## src/verilog/core_decode_pkg.sv

```systemverilog
package core_decode_pkg;

	typedef logic [31:0] word;
	typedef logic [3:0]  reg_num;
	typedef logic [3:0]  alu_op;
	typedef logic [11:0] op_field;  // insn[27:20] followed by insn[7:4]
	typedef logic [1:0]  shift_kind;
	typedef logic [11:0] imm12;
	typedef logic [1:0]  psr_mask;  // Bit 1 enables the flags field, bit 0 the control field
	typedef logic [3:0]  cond_code;

	// ####################################################################
	// Data-processing opcodes
	// ####################################################################

	localparam alu_op ALU_AND = 4'h0;
	localparam alu_op ALU_EOR = 4'h1;
	localparam alu_op ALU_SUB = 4'h2;
	localparam alu_op ALU_RSB = 4'h3;
	localparam alu_op ALU_ADD = 4'h4;
	localparam alu_op ALU_ADC = 4'h5;
	localparam alu_op ALU_SBC = 4'h6;
	localparam alu_op ALU_RSC = 4'h7;
	localparam alu_op ALU_TST = 4'h8;
	localparam alu_op ALU_TEQ = 4'h9;
	localparam alu_op ALU_CMP = 4'ha;
	localparam alu_op ALU_CMN = 4'hb;
	localparam alu_op ALU_ORR = 4'hc;
	localparam alu_op ALU_MOV = 4'hd;
	localparam alu_op ALU_BIC = 4'he;
	localparam alu_op ALU_MVN = 4'hf;

	localparam reg_num R14 = 4'd14;
	localparam reg_num R15 = 4'd15;

	// ####################################################################
	// Group patterns on the operation field, matched with casez
	// ####################################################################

	localparam op_field GROUP_B           = 12'b101?_????_????;
	localparam op_field GROUP_MUL         = 12'b0000_00??_1001;
	localparam op_field INSN_MRS          = 12'b0001_0?00_0000;
	localparam op_field GROUP_MSR         = 12'b00?1_0?10_????;
	localparam op_field GROUP_ALU         = 12'b00??_????_????;
	localparam op_field GROUP_LDST_SINGLE = 12'b01??_????_????;
	localparam op_field GROUP_LDST_MULT   = 12'b100?_????_????;

endpackage

```

## src/verilog/core_decode_fetch.sv

```systemverilog
module core_decode_fetch (
	input  logic                 clk,
	input  logic                 rst_n,
	input  core_decode_pkg::word insn_in,
	input  logic                 insn_valid,
	input  logic                 stall,
	input  logic                 flush,
	output core_decode_pkg::word insn,
	output logic                 insn_held_valid
);

	always_ff @(posedge clk) begin
		if (!rst_n) begin
			insn_held_valid <= 1'b0;
		end else if (flush) begin
			insn_held_valid <= 1'b0;
		end else if (!stall) begin
			insn_held_valid <= insn_valid;
		end
	end

	// Only an accepted strobe replaces the held word
	always_ff @(posedge clk) begin
		if (insn_valid && !stall)
			insn <= insn_in;
	end

endmodule

```

## src/verilog/core_decode_data.sv

```systemverilog
module core_decode_data (
	input  core_decode_pkg::word       insn,
	output core_decode_pkg::alu_op     data_op,
	output core_decode_pkg::reg_num    data_rd,
	output core_decode_pkg::reg_num    data_rn,
	output logic                       data_uses_rn,
	output logic                       data_writeback,
	output logic                       data_update_flags,
	output logic                       data_restore_spsr,
	output logic                       data_conditional,
	output logic                       data_is_imm,
	output core_decode_pkg::reg_num    snd_r,
	output core_decode_pkg::imm12      snd_imm,
	output core_decode_pkg::shift_kind snd_shift_kind,
	output logic [4:0]                 snd_shift_imm,
	output logic                       snd_shift_by_reg,
	output logic                       snd_undefined,
	output core_decode_pkg::reg_num    mul_rd,
	output core_decode_pkg::reg_num    mul_rs,
	output core_decode_pkg::reg_num    mul_rm,
	output logic                       mul_update_flags,
	output core_decode_pkg::reg_num    mrs_rd,
	output logic                       mrs_spsr,
	output logic                       msr_spsr,
	output logic                       msr_is_imm,
	output core_decode_pkg::psr_mask   msr_fields
);
	import core_decode_pkg::*;

	assign data_op = insn[24:21];
	assign data_rn = insn[19:16];
	assign data_rd = insn[15:12];
	assign data_is_imm = insn[25];
	assign data_update_flags = insn[20];

	// Test and compare only set flags
	assign data_writeback = !(data_op inside {ALU_TST, ALU_TEQ, ALU_CMP, ALU_CMN});
	assign data_uses_rn = !(data_op inside {ALU_MOV, ALU_MVN});
	assign data_restore_spsr = insn[20] && data_rd == R15;
	assign data_conditional = data_op inside {ALU_ADC, ALU_SBC, ALU_RSC};  // Reads carry

	// Shifter operand, both forms sliced at once
	assign snd_imm = insn[11:0];
	assign snd_r = insn[3:0];
	assign snd_shift_kind = insn[6:5];
	assign snd_shift_imm = insn[11:7];
	assign snd_shift_by_reg = insn[4];
	assign snd_undefined = !insn[25] && insn[4] && insn[7];  // Bit 7 must be clear here

	assign mul_rd = insn[19:16];
	assign mul_rs = insn[11:8];
	assign mul_rm = insn[3:0];
	assign mul_update_flags = insn[20];

	assign mrs_rd = insn[15:12];
	assign mrs_spsr = insn[22];
	assign msr_spsr = insn[22];
	assign msr_is_imm = insn[25];
	assign msr_fields = {insn[19], insn[16]};

endmodule

```

## src/verilog/core_decode_ldst.sv

```systemverilog
module core_decode_ldst (
	input  core_decode_pkg::word    insn,
	output logic                    ldst_load,
	output logic                    ldst_writeback,
	output logic                    ldst_pre,
	output logic                    ldst_up,
	output logic                    ldst_byte,
	output core_decode_pkg::reg_num ldst_rn,
	output core_decode_pkg::reg_num ldst_rd,
	output logic                    ldst_single_is_imm,
	output logic                    ldst_mult_restore_spsr,
	output logic [15:0]             ldst_reglist
);
	import core_decode_pkg::*;

	assign ldst_pre = insn[24];
	assign ldst_up = insn[23];
	assign ldst_byte = insn[22];  // S bit on a multiple transfer
	assign ldst_load = insn[20];
	assign ldst_rn = insn[19:16];
	assign ldst_rd = insn[15:12];

	// Post-indexed single transfers always update the base
	assign ldst_writeback = insn[21] || (!insn[27] && !insn[24]);

	// Register offset when bit 25 is set, the reverse of data processing
	assign ldst_single_is_imm = !insn[25];

	assign ldst_reglist = insn[15:0];

	// LDM with S and the PC in the list returns from an exception
	assign ldst_mult_restore_spsr = insn[22] && insn[20] && ldst_reglist[R15];

endmodule

```

## src/verilog/core_decode_mux.sv

```systemverilog
module core_decode_mux (
	input  core_decode_pkg::word       insn,
	input  core_decode_pkg::alu_op     data_op,
	input  core_decode_pkg::reg_num    data_rd, data_rn,
	input  logic                       data_uses_rn, data_writeback, data_update_flags,
	input  logic                       data_restore_spsr, data_conditional, data_is_imm,
	input  core_decode_pkg::reg_num    snd_r,
	input  core_decode_pkg::imm12      snd_imm,
	input  core_decode_pkg::shift_kind snd_shift_kind,
	input  logic [4:0]                 snd_shift_imm,
	input  logic                       snd_shift_by_reg, snd_undefined,
	input  core_decode_pkg::reg_num    mul_rd, mul_rs, mul_rm,
	input  logic                       mul_update_flags,
	input  core_decode_pkg::reg_num    mrs_rd,
	input  logic                       mrs_spsr, msr_spsr, msr_is_imm,
	input  core_decode_pkg::psr_mask   msr_fields,
	input  logic                       ldst_load, ldst_writeback, ldst_pre, ldst_up, ldst_byte,
	input  core_decode_pkg::reg_num    ldst_rn, ldst_rd,
	input  logic                       ldst_single_is_imm, ldst_mult_restore_spsr,
	input  logic [15:0]                ldst_reglist,
	output core_decode_pkg::cond_code  ctl_cond,
	output logic                       ctl_execute, ctl_undefined, ctl_branch, ctl_ldst, ctl_mul,
	output logic                       ctl_psr, ctl_writeback, ctl_conditional, ctl_update_flags,
	output logic                       ctl_restore_spsr, ctl_psr_write, ctl_psr_saved,
	output logic                       ctl_psr_wr_flags, ctl_psr_wr_control,
	output core_decode_pkg::alu_op     ctl_alu,
	output core_decode_pkg::reg_num    ctl_rd, ctl_rn,
	output logic                       ctl_uses_rn, ctl_snd_is_imm,
	output core_decode_pkg::imm12      ctl_snd_imm,
	output core_decode_pkg::reg_num    ctl_snd_r,
	output core_decode_pkg::shift_kind ctl_snd_shift_kind,
	output logic [4:0]                 ctl_snd_shift_imm,
	output logic                       ctl_snd_shift_by_reg, ctl_snd_ror_if_imm,
	output logic                       ctl_ldst_load, ctl_ldst_pre, ctl_ldst_up, ctl_ldst_byte,
	output logic [15:0]                ctl_ldst_reglist
);
	import core_decode_pkg::*;

	op_field op;

	assign op = {insn[27:20], insn[7:4]};
	assign ctl_cond = insn[31:28];

	always_comb begin
		ctl_execute = 1'b1;
		ctl_undefined = 1'b0;
		ctl_branch = 1'b0;
		ctl_ldst = 1'b0;
		ctl_mul = 1'b0;
		ctl_psr = 1'b0;
		ctl_writeback = 1'b0;
		ctl_conditional = 1'b0;
		ctl_update_flags = 1'b0;
		ctl_restore_spsr = 1'b0;
		ctl_psr_write = 1'b0;
		ctl_psr_saved = 1'b0;
		ctl_psr_wr_flags = 1'b0;
		ctl_psr_wr_control = 1'b0;
		ctl_alu = '0;
		ctl_rd = '0;
		ctl_rn = '0;
		ctl_uses_rn = 1'b1;
		ctl_snd_is_imm = 1'b1;
		ctl_snd_imm = '0;
		ctl_snd_r = '0;
		ctl_snd_shift_kind = '0;
		ctl_snd_shift_imm = '0;
		ctl_snd_shift_by_reg = 1'b0;
		ctl_snd_ror_if_imm = 1'b0;
		ctl_ldst_load = 1'b0;
		ctl_ldst_pre = 1'b0;
		ctl_ldst_up = 1'b0;
		ctl_ldst_byte = 1'b0;
		ctl_ldst_reglist = '0;

		// Order matters: multiply and PSR transfers hide inside the ALU space
		priority casez (op)
			GROUP_B: begin
				ctl_branch = 1'b1;
				ctl_uses_rn = insn[24];
				if (insn[24]) begin  // Link is lr = pc - 4
					ctl_alu = ALU_SUB;
					ctl_rd = R14;
					ctl_rn = R15;
					ctl_snd_imm = 12'd4;
					ctl_writeback = 1'b1;
				end
			end

			GROUP_MUL: begin
				ctl_mul = 1'b1;
				ctl_rd = mul_rd;
				ctl_rn = mul_rs;
				ctl_snd_is_imm = 1'b0;
				ctl_snd_r = mul_rm;
				ctl_writeback = 1'b1;
				ctl_update_flags = mul_update_flags;
			end

			INSN_MRS: begin
				ctl_psr = 1'b1;
				ctl_alu = ALU_MOV;
				ctl_rd = mrs_rd;
				ctl_uses_rn = 1'b0;
				ctl_psr_saved = mrs_spsr;
				ctl_writeback = 1'b1;
				ctl_conditional = 1'b1;
			end

			GROUP_MSR: begin
				ctl_psr = 1'b1;
				ctl_alu = ALU_MOV;
				ctl_uses_rn = 1'b0;
				ctl_snd_is_imm = msr_is_imm;
				ctl_snd_imm = snd_imm;
				ctl_snd_r = snd_r;
				ctl_snd_ror_if_imm = 1'b1;
				ctl_psr_write = 1'b1;
				ctl_psr_saved = msr_spsr;
				ctl_conditional = 1'b1;
				{ctl_psr_wr_flags, ctl_psr_wr_control} = msr_fields;
			end

			GROUP_ALU: begin
				ctl_alu = data_op;
				ctl_rd = data_rd;
				ctl_rn = data_rn;
				ctl_uses_rn = data_uses_rn;
				ctl_snd_is_imm = data_is_imm;
				ctl_snd_imm = snd_imm;
				ctl_snd_r = snd_r;
				ctl_snd_shift_kind = snd_shift_kind;
				ctl_snd_shift_imm = snd_shift_imm;
				ctl_snd_shift_by_reg = snd_shift_by_reg && !data_is_imm;
				ctl_snd_ror_if_imm = 1'b1;
				ctl_writeback = data_writeback;
				ctl_update_flags = data_update_flags;
				ctl_restore_spsr = data_restore_spsr;
				ctl_conditional = data_conditional;
				ctl_undefined = snd_undefined;
			end

			GROUP_LDST_SINGLE: begin
				ctl_ldst = 1'b1;
				ctl_rd = ldst_rd;
				ctl_rn = ldst_rn;
				ctl_snd_is_imm = ldst_single_is_imm;
				ctl_snd_imm = snd_imm;
				ctl_snd_r = snd_r;
				ctl_snd_shift_kind = snd_shift_kind;
				ctl_snd_shift_imm = snd_shift_imm;
				ctl_ldst_load = ldst_load;
				ctl_ldst_pre = ldst_pre;
				ctl_ldst_up = ldst_up;
				ctl_ldst_byte = ldst_byte;
				ctl_writeback = ldst_writeback || ldst_load;
				ctl_undefined = !ldst_single_is_imm && snd_shift_by_reg;  // No register shifts
			end

			GROUP_LDST_MULT: begin
				ctl_ldst = 1'b1;
				ctl_rn = ldst_rn;
				ctl_snd_imm = 12'd4;  // One word per listed register
				ctl_ldst_load = ldst_load;
				ctl_ldst_pre = ldst_pre;
				ctl_ldst_up = ldst_up;
				ctl_ldst_reglist = ldst_reglist;
				ctl_writeback = ldst_writeback || ldst_load;
				ctl_restore_spsr = ldst_mult_restore_spsr;
			end

			default:
				ctl_undefined = 1'b1;
		endcase

		if (ctl_undefined) begin
			ctl_execute = 1'b0;
			ctl_branch = 1'b0;
			ctl_ldst = 1'b0;
			ctl_mul = 1'b0;
			ctl_psr = 1'b0;
			ctl_writeback = 1'b0;
			ctl_psr_write = 1'b0;
			ctl_conditional = 1'b0;
			ctl_update_flags = 1'b0;
			ctl_restore_spsr = 1'b0;
		end
	end

endmodule

```

## src/verilog/core_decode_issue.sv

```systemverilog
module core_decode_issue #(
	parameter bit STALL_RESET_VALID = 1'b1
) (
	input  logic                       clk,
	input  logic                       rst_n,
	input  logic                       stall,
	input  logic                       flush,
	input  logic                       in_valid,
	input  core_decode_pkg::cond_code  ctl_cond,
	input  logic                       ctl_execute, ctl_undefined, ctl_branch, ctl_ldst, ctl_mul,
	input  logic                       ctl_psr, ctl_writeback, ctl_conditional, ctl_update_flags,
	input  logic                       ctl_restore_spsr, ctl_psr_write, ctl_psr_saved,
	input  logic                       ctl_psr_wr_flags, ctl_psr_wr_control,
	input  core_decode_pkg::alu_op     ctl_alu,
	input  core_decode_pkg::reg_num    ctl_rd, ctl_rn,
	input  logic                       ctl_uses_rn, ctl_snd_is_imm,
	input  core_decode_pkg::imm12      ctl_snd_imm,
	input  core_decode_pkg::reg_num    ctl_snd_r,
	input  core_decode_pkg::shift_kind ctl_snd_shift_kind,
	input  logic [4:0]                 ctl_snd_shift_imm,
	input  logic                       ctl_snd_shift_by_reg, ctl_snd_ror_if_imm,
	input  logic                       ctl_ldst_load, ctl_ldst_pre, ctl_ldst_up, ctl_ldst_byte,
	input  logic [15:0]                ctl_ldst_reglist,
	output logic                       dec_valid,
	output core_decode_pkg::cond_code  cond,
	output logic                       execute, undefined, branch, ldst, mul,
	output logic                       psr, writeback, conditional, update_flags,
	output logic                       restore_spsr, psr_write, psr_saved,
	output logic                       psr_wr_flags, psr_wr_control,
	output core_decode_pkg::alu_op     alu,
	output core_decode_pkg::reg_num    rd, rn,
	output logic                       uses_rn, snd_is_imm,
	output core_decode_pkg::imm12      snd_imm,
	output core_decode_pkg::reg_num    snd_r,
	output core_decode_pkg::shift_kind snd_shift_kind,
	output logic [4:0]                 snd_shift_imm,
	output logic                       snd_shift_by_reg, snd_ror_if_imm,
	output logic                       ldst_load, ldst_pre, ldst_up, ldst_byte,
	output logic [15:0]                ldst_reglist
);

	localparam int CTL_W = 77;

	logic [CTL_W-1:0] ctl_d;
	logic [CTL_W-1:0] ctl_q;

	assign ctl_d = {ctl_cond, ctl_execute, ctl_undefined, ctl_branch, ctl_ldst, ctl_mul,
		ctl_psr, ctl_writeback, ctl_conditional, ctl_update_flags, ctl_restore_spsr,
		ctl_psr_write, ctl_psr_saved, ctl_psr_wr_flags, ctl_psr_wr_control,
		ctl_alu, ctl_rd, ctl_rn, ctl_uses_rn, ctl_snd_is_imm, ctl_snd_imm, ctl_snd_r,
		ctl_snd_shift_kind, ctl_snd_shift_imm, ctl_snd_shift_by_reg, ctl_snd_ror_if_imm,
		ctl_ldst_load, ctl_ldst_pre, ctl_ldst_up, ctl_ldst_byte, ctl_ldst_reglist};

	assign {cond, execute, undefined, branch, ldst, mul, psr, writeback, conditional,
		update_flags, restore_spsr, psr_write, psr_saved, psr_wr_flags, psr_wr_control,
		alu, rd, rn, uses_rn, snd_is_imm, snd_imm, snd_r, snd_shift_kind, snd_shift_imm,
		snd_shift_by_reg, snd_ror_if_imm, ldst_load, ldst_pre, ldst_up, ldst_byte,
		ldst_reglist} = ctl_q;

	// ####################################################################
	// With STALL_RESET_VALID clear, a stalled slot keeps its valid flag
	// until reset and a flush only takes effect once the stall lifts
	// ####################################################################

	always_ff @(posedge clk) begin
		if (!rst_n) begin
			dec_valid <= 1'b0;
			ctl_q <= '0;
		end else begin
			if (flush && (STALL_RESET_VALID || !stall))
				dec_valid <= 1'b0;
			else if (!stall)
				dec_valid <= in_valid;

			if (!stall && in_valid)
				ctl_q <= ctl_d;  // Fields stay put while no word arrives
		end
	end

endmodule

```

## src/verilog/core_decode.sv

```systemverilog
module core_decode #(
	parameter bit STALL_RESET_VALID = 1'b1
) (
	input  logic                       clk,
	input  logic                       rst_n,
	input  core_decode_pkg::word       insn_in,
	input  logic                       insn_valid, stall, flush,
	output logic                       dec_valid,
	output core_decode_pkg::cond_code  cond,
	output logic                       execute, undefined, branch, ldst, mul,
	output logic                       psr, writeback, conditional, update_flags,
	output logic                       restore_spsr, psr_write, psr_saved,
	output logic                       psr_wr_flags, psr_wr_control,
	output core_decode_pkg::alu_op     alu,
	output core_decode_pkg::reg_num    rd, rn,
	output logic                       uses_rn, snd_is_imm,
	output core_decode_pkg::imm12      snd_imm,
	output core_decode_pkg::reg_num    snd_r,
	output core_decode_pkg::shift_kind snd_shift_kind,
	output logic [4:0]                 snd_shift_imm,
	output logic                       snd_shift_by_reg, snd_ror_if_imm,
	output logic                       ldst_load, ldst_pre, ldst_up, ldst_byte,
	output logic [15:0]                ldst_reglist
);
	import core_decode_pkg::*;

	word insn;
	logic insn_held_valid;

	// Decoder fields whose names clash with the registered outputs
	reg_num dp_snd_r;
	imm12 dp_snd_imm;
	shift_kind dp_snd_shift_kind;
	logic [4:0] dp_snd_shift_imm;
	logic dp_snd_shift_by_reg;
	logic ls_load, ls_pre, ls_up, ls_byte;
	logic [15:0] ls_reglist;

	alu_op data_op;
	reg_num data_rd, data_rn, mul_rd, mul_rs, mul_rm, mrs_rd, ldst_rn, ldst_rd;
	logic data_uses_rn, data_writeback, data_update_flags, data_restore_spsr;
	logic data_conditional, data_is_imm, snd_undefined, mul_update_flags;
	logic mrs_spsr, msr_spsr, msr_is_imm, ldst_writeback;
	logic ldst_single_is_imm, ldst_mult_restore_spsr;
	psr_mask msr_fields;

	// Unregistered control word
	cond_code ctl_cond;
	logic ctl_execute, ctl_undefined, ctl_branch, ctl_ldst, ctl_mul, ctl_psr;
	logic ctl_writeback, ctl_conditional, ctl_update_flags, ctl_restore_spsr;
	logic ctl_psr_write, ctl_psr_saved, ctl_psr_wr_flags, ctl_psr_wr_control;
	alu_op ctl_alu;
	reg_num ctl_rd, ctl_rn, ctl_snd_r;
	logic ctl_uses_rn, ctl_snd_is_imm, ctl_snd_shift_by_reg, ctl_snd_ror_if_imm;
	imm12 ctl_snd_imm;
	shift_kind ctl_snd_shift_kind;
	logic [4:0] ctl_snd_shift_imm;
	logic ctl_ldst_load, ctl_ldst_pre, ctl_ldst_up, ctl_ldst_byte;
	logic [15:0] ctl_ldst_reglist;

	core_decode_fetch u_fetch (.*);

	core_decode_data u_data (
		.snd_r(dp_snd_r), .snd_imm(dp_snd_imm), .snd_shift_kind(dp_snd_shift_kind),
		.snd_shift_imm(dp_snd_shift_imm), .snd_shift_by_reg(dp_snd_shift_by_reg), .*
	);

	core_decode_ldst u_ldst (
		.ldst_load(ls_load), .ldst_pre(ls_pre), .ldst_up(ls_up), .ldst_byte(ls_byte),
		.ldst_reglist(ls_reglist), .*
	);

	core_decode_mux u_mux (
		.snd_r(dp_snd_r), .snd_imm(dp_snd_imm), .snd_shift_kind(dp_snd_shift_kind),
		.snd_shift_imm(dp_snd_shift_imm), .snd_shift_by_reg(dp_snd_shift_by_reg),
		.ldst_load(ls_load), .ldst_pre(ls_pre), .ldst_up(ls_up), .ldst_byte(ls_byte),
		.ldst_reglist(ls_reglist), .*
	);

	core_decode_issue #(
		.STALL_RESET_VALID(STALL_RESET_VALID)
	) u_issue (
		.in_valid(insn_held_valid), .*
	);

endmodule

```

## config.mk

```make
export PLATFORM = sky130hd
export DESIGN_NAME = core_decode
export DESIGN_NICKNAME = d
export VERILOG_FILES = /design/src/verilog/core_decode_pkg.sv /design/src/verilog/core_decode_fetch.sv /design/src/verilog/core_decode_data.sv /design/src/verilog/core_decode_ldst.sv /design/src/verilog/core_decode_mux.sv /design/src/verilog/core_decode_issue.sv /design/src/verilog/core_decode.sv
export SDC_FILE = /design/constraint.sdc
export NUM_CORES = 1
export LEC_CHECK = 0
export ABC_AREA = 0
export BUFFER_PORTS_ARGS = -buffer_cell sky130_fd_sc_hd__buf_2
export CELL_PAD_IN_SITES_DETAIL_PLACEMENT = 0
export CELL_PAD_IN_SITES_GLOBAL_PLACEMENT = 1
export CORE_MARGIN = 2
export CORE_UTILIZATION = 45
export CTS_BUF_LIST = sky130_fd_sc_hd__clkbuf_8 sky130_fd_sc_hd__clkbuf_16
export DETAILED_ROUTE_END_ITERATION = 12
export GPL_ROUTABILITY_DRIVEN = 0
export PLACE_DENSITY_LB_ADDON = 0.2
export REMOVE_ABC_BUFFERS = 1
export SLEW_MARGIN = 10
export SYNTH_ARGS = -nofsm -noshare
export SYNTH_HDL_FRONTEND = slang
export SYNTH_HIERARCHICAL = 1
export SYNTH_SLANG_ARGS = --single-unit
```

## constraint.sdc

```tcl
create_clock -name clk -period 4.2 [get_ports clk]
set_input_delay 0.84 -clock clk [delete_from_list [all_inputs] [get_ports clk]]
set_output_delay 0.84 -clock clk [all_outputs]
set_load 0.01 [all_outputs]
```

==> results of run 1 <==
## synthesized netlist by cell type, types with 3 or more instances
library cell  number
nor2b_1            6
buf_2             14
nor2_1            10
buf_4             96
buf_8              3
and2_1            20
nand2_1          165
mux2i_1           87
a32o_1             4
edfxtp_1          32
o21ai_0            5
dfxtp_1           79
nor3b_1            3
clkbuf_1          16
a221o_1            4
nor3_1             8
a221oi_1           3
and3_1            13
nor4b_1            7
o41ai_1            4
inv_1              3
buf_6              5
## layout make-up
| cell class | instances | area share, % |
|---|---|---|
| inverters | 3 | 0.185 |
| clock inverters | 7 | 0.535 |
| well taps | 172 | 3.54 |
| flip-flops and latches | 111 | 41.8 |
| multi-input cells | 379 | 39.8 |
| repair buffers | 118 | 10.3 |
| clock buffers | 9 | 3.71 |
## state kept, by name, summed over array words and instances, names as in the netlist
name                     flops
u_issue/dec_valid            1
u_fetch/insn_held_valid      1
u_fetch/insn                32
u_issue/ctl_q               77
## cell usage in the layout (no fill, tap or decap), drive strengths merged, types with 6 or more instances in the layout
cell	count
nor4b	7
mux2i	87
nor2	12
clkbuf	9
dfxtp	79
and3	13
nor2b	6
and2	20
o21ai	6
nor3	10
nand2	165
edfxtp	32
buf	118
## worst max-delay path, cell delays in order (launching register included)
cell and delay (ps):
edfxtp_1 690, or4bb_1 700, nor4_4 750, a221oi_1 230, o41ai_1 130, nand2_1 90
mux2i_1 140
## logic make-up (layout without fill, tap and decap cells)
| kind of cell | after synthesis | in the layout | synth area share, % |
|---|---|---|---|
| AO/OA/AOI/OAI | 38 | 38 | 5.14 |
| buffers and inverters | 137 | 137 | 16.3 |
| flip-flops | 111 | 111 | 43.0 |
| multiplexers | 87 | 87 | 14.7 |
| AND/OR/NAND/NOR | 254 | 254 | 20.9 |
## per-layer routing
metal	global-route usage (%)	share of wire [%]	routed length (um)	vias to the layer above
met5	0	0	0	-
met4	6.25	1.4	177	0
met1	25.1	47	5840	1880
met3	3.86	5.2	644	13
li1	-	-	-	2013
met2	28.4	46	5760	92
## per-stage QoR
| step | power [mW] | utilization (%) | worst slack (ps) | cell area, sq um |
|---|---|---|---|---|
| 4_1_cts | 2.13 | 47.8 | 1360 | 6080 |
| 3_3_place_gp | 1.36 | 45.7 | 1480 | 5820 |
| 2_1_floorplan | 1.29 | - | -2110 | 4960 |
| 3_5_place_dp | 1.37 | 45.7 | 1380 | 5820 |
| 6_report | 2.11 | 47.8 | 1390 | 6080 |
| 5_1_grt | 2.20 | 47.8 | 1180 | 6080 |
## power by group through the flow
| stage | Clock [mW] | Sequential (mW) | Combinational (mW) |
|---|---|---|---|
| after CTS | 0.789 | 1.17 | 0.175 |
| after global routing | 0.829 | 1.17 | 0.194 |
| after floorplan | 0 | 1.18 | 0.104 |
| after global placement | 0 | 1.19 | 0.172 |
| after detailed placement | 0 | 1.19 | 0.174 |
| final | 0.765 | 1.17 | 0.173 |
## path summary, 6_finish.rpt
check,slack [ps],endpoint,cells past startpoint,start
setup / recovery,1390,u_issue/ctl_q[53],6,u_fetch/insn[27]
hold reg to reg,460,u_issue/ctl_q[75],2,u_issue/ctl_q[75]
setup reg to reg,1390,u_issue/ctl_q[53],6,u_fetch/insn[27]
hold / removal,460,u_issue/ctl_q[75],2,u_issue/ctl_q[75]
==> flow_metrics.py, run 1 <==
metrics = {
    "logic_synthesis": {
        "yosysTopAreaCellShare_pct": 26.7,
        "ys_seq_elements": 111,
        "synthDistinctLibCells": 52,
        "async_flop_share_pct": 0,
        "ys.flop_type": "dfxtp_1",
        "syn_area_sq_mm": 0.00591,
        "yosys.area.top_type": "dfxtp_1",
        "synthTopCellsByArea": "dfxtp_1, edfxtp_1, mux2i_1",
        "syn_avg_cell_area_sq_um": 9.43,
        "netlist_instances": 627,
        "synth_warnings": 6,
        "synth_edf_count": 32,
        "synth-seq-area-share_pct": 43.0,
    },
    "clock_tree": {
        "clockBufferDepth": 2,
        "cts_tree": "built",
        "hold_buffers": 0,
        "h-tree-depth": 3,
        "clk_latency_ps": 350,
        "ctsRootBufferMaster": "clkbuf_16",
        "postCtsSetupBuffers": 0,
        "cts-resized-gates": 0,
        "cts_buffers": 9,
        "clk_pin_slew_worst_paths_ps": 70,
        "cts_sinks": 111,
    },
    "placement": {
        "post-dp-hpwl_mm": 8.20,
        "dp.cells": 783,
        "port_buffers": 114,
    },
    "detailed_routing": {
        "viasPerCell": 5.00,
        "wl_mm": 12.4,
        "remaining_drc_errors": 0,
        "drt_iter0_drc": 269,
        "routedWlPerCell_um": 15.5,
        "ant_nets": 0,
        "drtPass1Iterations": 4,
        "num_vias": 3998,
    },
    "floorplanning": {
        "ios": 115,
        "placementRows": 41,
        "die_width_um": 119,
        "die_y_um": 119,
        "core-area_sq_mm": 0.0127,
        "start_util_pct": 46.5,
        "dieArea_sq_mm": 0.0141,
    },
    "worst_setup_path": {
        "cp.required_ps": 4480,
        "cp-start-kind": "flip-flop",
        "critPathKind": "flip-flop to flip-flop",
        "crit_arrival_ps": 3090,
        "endpoint_kind": "flip-flop",
        "worstPathMaxFanout": 22,
    },
    "power_and_ir_drop": {
        "p_switching_mw": 0.506,
        "combPwrFrac_pct": 8.2,
        "p_leak_nw": 2.41,
        "peakVddDrop_mv": 0.164,
        "p_int_mw": 1.60,
        "power.clock.fraction_pct": 36.3,
        "p_sw_share_pct": 24.0,
        "power_density_mw_per_mm2": 347,
        "p_seq_share_pct": 55.5,
    },
    "hold_path": {
        "worstHoldPathType": "flip-flop to flip-flop",
    },
    "grt": {
        "grt_use_total_pct": 18.3,
        "grt_antenna_before_repair": 0,
        "overflow": 0,
        "grt_max_degree": 90,
        "grt_pass1_wl_mm": 20.6,
        "grt_pass1_vias": 4040,
    },
    "layout": {
        "multi_input_area_sq_mm": 0.00242,
        "regArea_sq_mm": 0.00254,
        "num_antenna_cells": 0,
        "syn_to_final_growth_pct": 2.73,
        "layout-drive-gt1-share_pct": 23.1,
        "fin_nets": 659,
        "fillers": 1339,
        "layout.cells.non_filler": 799,
    },
    "sta": {
        "worstMarginPinSlew_ps": 1040,
        "rsz0062_at_grt": "no",
        "period_share_pct": 67.0,
        "fmax_mhz": 355,
        "maxSlewViolCount": 0,
        "hold_viol_final": 0,
        "relSlewSlack_pct": 30.5,
        "fin_setup_tns_ps": 0,
        "skew_ps": 8.28,
        "whs_ps": 455,
        "min_period_ps": 2810,
        "setup_viol": 0,
    },
    "run": {
        "maxCapViolCount": 0,
    },
    "outcome": {
        "status": "complete, no violations",
    },
}
Note: power is estimated with default switching activity, not from simulation.
==> inputs of run 2 (changes only) <==
Settings changed: CORE_UTILIZATION 45 to 38.
Clock period 4.2 ns to 2.4 ns, I/O delays scaled along.
==> run 2 against run 1 <==
Net effect:
- core utilization fell by 6.4 points
- flip-flop and latch count did not move
- hold slack got worse by 150 ps
- largest cell class unchanged
==> flow_metrics.py, run 2 (synthesis gave the netlist of run 1 again) <==
metrics = {
    "sta": {
        "fmax_mhz": 450,
        "period_share_pct": 92.5,
        "fin_setup_tns_ps": 0,
        "relSlewSlack_pct": 57.4,
        "min_period_ps": 2220,
        "final.setup.worst_slack_ps": 180,
        "worstMarginPinSlew_ps": 639,
        "hold_viol_final": 0,
        "maxSlewViolCount": 0,
        "setup_viol": 0,
        "rsz0062_at_grt": "no",
        "skew_ps": 8.95,
        "whs_ps": 300,
    },
    "placement": {
        "port_buffers": 114,
        "post-dp-hpwl_mm": 8.84,
        "place_area_sq_mm": 0.00597,
        "dp.cells": 815,
        "place_ws_ps": 157,
    },
    "layout": {
        "top_register": "u_issue/ctl_q",
        "layout.cells.non_filler": 831,
        "final_common_cell": "nand2_1",
        "final_cell_mix": "nand2_1, buf_2, mux2i_1",
        "fin_nets": 675,
        "num_antenna_cells": 0,
        "layout-drive-gt1-share_pct": 25.2,
        "reg_top3": "u_issue/ctl_q (77), u_fetch/insn (32)",
        "largest_reg_flops": 77,
        "fillers": 1550,
        "stdcell_area_sq_mm": 0.00629,
        "fin_util_pct": 41.4,
        "syn_to_final_growth_pct": 6.35,
    },
    "worst_setup_path": {
        "cp.depth": 7,
        "cp.required_ps": 2610,
        "worstPathMaxFanout": 12,
        "crit_arrival_ps": 2430,
        "critPathSlowestCell": "or4bb_1",
        "cpPeakStageDelay_ps": 620,
        "crit_family": "simple AND/OR/NAND/NOR gates",
        "critPathKind": "flip-flop to flip-flop",
        "path_cells": "or4bb_1 -> nor3_4 -> o21ba_2 -> buf_4 -> o41ai_1 -> nand2_1 -> mux2i_1",
        "path_buf_inv": 1,
        "endpoint_kind": "flip-flop",
        "reg2reg_depth": 7,
        "cp-start-kind": "flip-flop",
    },
    "grt": {
        "overflow": 0,
        "grt_antenna_before_repair": 0,
        "grt_max_degree": 157,
        "grt_pass1_wl_mm": 21.1,
        "grt_pass1_vias": 4072,
        "grt_use_total_pct": 16.3,
    },
    "detailed_routing": {
        "drt_iter0_drc": 243,
        "remaining_drc_errors": 0,
        "drtPass1Iterations": 4,
        "routedWlPerCell_um": 15.8,
        "viasPerCell": 4.93,
        "num_vias": 4100,
        "wl_mm": 13.1,
        "ant_nets": 0,
    },
    "clock_tree": {
        "cts_tree": "built",
        "clk_latency_ps": 350,
        "cts_buffers": 9,
        "ctsRootBufferMaster": "clkbuf_16",
        "h-tree-depth": 3,
        "cts_sinks": 111,
        "clockBufferDepth": 2,
        "clk_pin_slew_worst_paths_ps": 70,
        "postCtsSetupBuffers": 0,
    },
    "hold_path": {
        "worstHoldPathType": "input pin to flip-flop",
        "holdPathStages": 1,
    },
    "power_and_ir_drop": {
        "power_density_mw_per_mm2": 625,
        "peakVddDrop_mv": 0.295,
        "p_leak_nw": 2.53,
        "power_mw": 3.93,
    },
    "outcome": {
        "status": "complete, no violations",
    },
    "run": {
        "maxCapViolCount": 0,
    },
    "floorplanning": {
        "core-area_sq_mm": 0.0152,
        "ios": 115,
        "die_width_um": 129,
        "dieArea_sq_mm": 0.0166,
        "die_y_um": 129,
        "placementRows": 45,
        "start_util_pct": 38.9,
    },
}
[run 2: cell type report]
cell class	instances	area [sq um]	share of cell area [%]
Timing Repair Buffer	134	761	12.1
Sequential cell	111	2540	40.4
Clock buffer	11	264	4.20
Clock inverter	5	47.5	0.756
Multi-Input combinational cell	379	2430	38.6
Inverter	3	11.3	0.179
Tap cell	188	235	3.74
[run 2: path summary, 6_finish.rpt]
| kind | slack (ps) | start | end |
|---|---|---|---|
| worst max register to register | 180 | u_fetch/insn[27] | u_issue/ctl_q[52] |
| worst max-delay path | 180 | u_fetch/insn[27] | u_issue/ctl_q[52] |
| worst min register to register | 450 | u_issue/ctl_q[57] | u_issue/ctl_q[57] |
| worst min-delay path | 300 | insn_in[5] | u_fetch/insn[5] |
[run 2: routing by layer]
| metal | routed length [um] | GRT usage [%] | vias up |
|---|---|---|---|
| met1 | 5950 | 21.7 | 1918 |
| li1 | - | - | 2055 |
| met3 | 776 | 3.58 | 18 |
| met4 | 291 | 7.29 | 0 |
| met5 | 0 | 0 | - |
| met2 | 6070 | 25.4 | 109 |
[run 2: timing repair]
item                       CTS  global route
resized for setup            0             1
hold buffers                 0             0
setup endpoints to repair    0             4
[run 2: worst register-to-register path, stage by stage, from the launching register on]
cell      delay, ps
edfxtp_1        430
or4bb_1         620
nor3_4          240
o21ba_2         360
buf_4           210
o41ai_1          80
nand2_1          70
mux2i_1          80
[run 2: power by group]
part	switching, mW	leakage (nW)	internal [mW]
registers	0.0472	0.937	1.98
logic	0.194	1.42	0.149
clock network	0.672	0.165	0.892
total	0.913	2.53	3.02
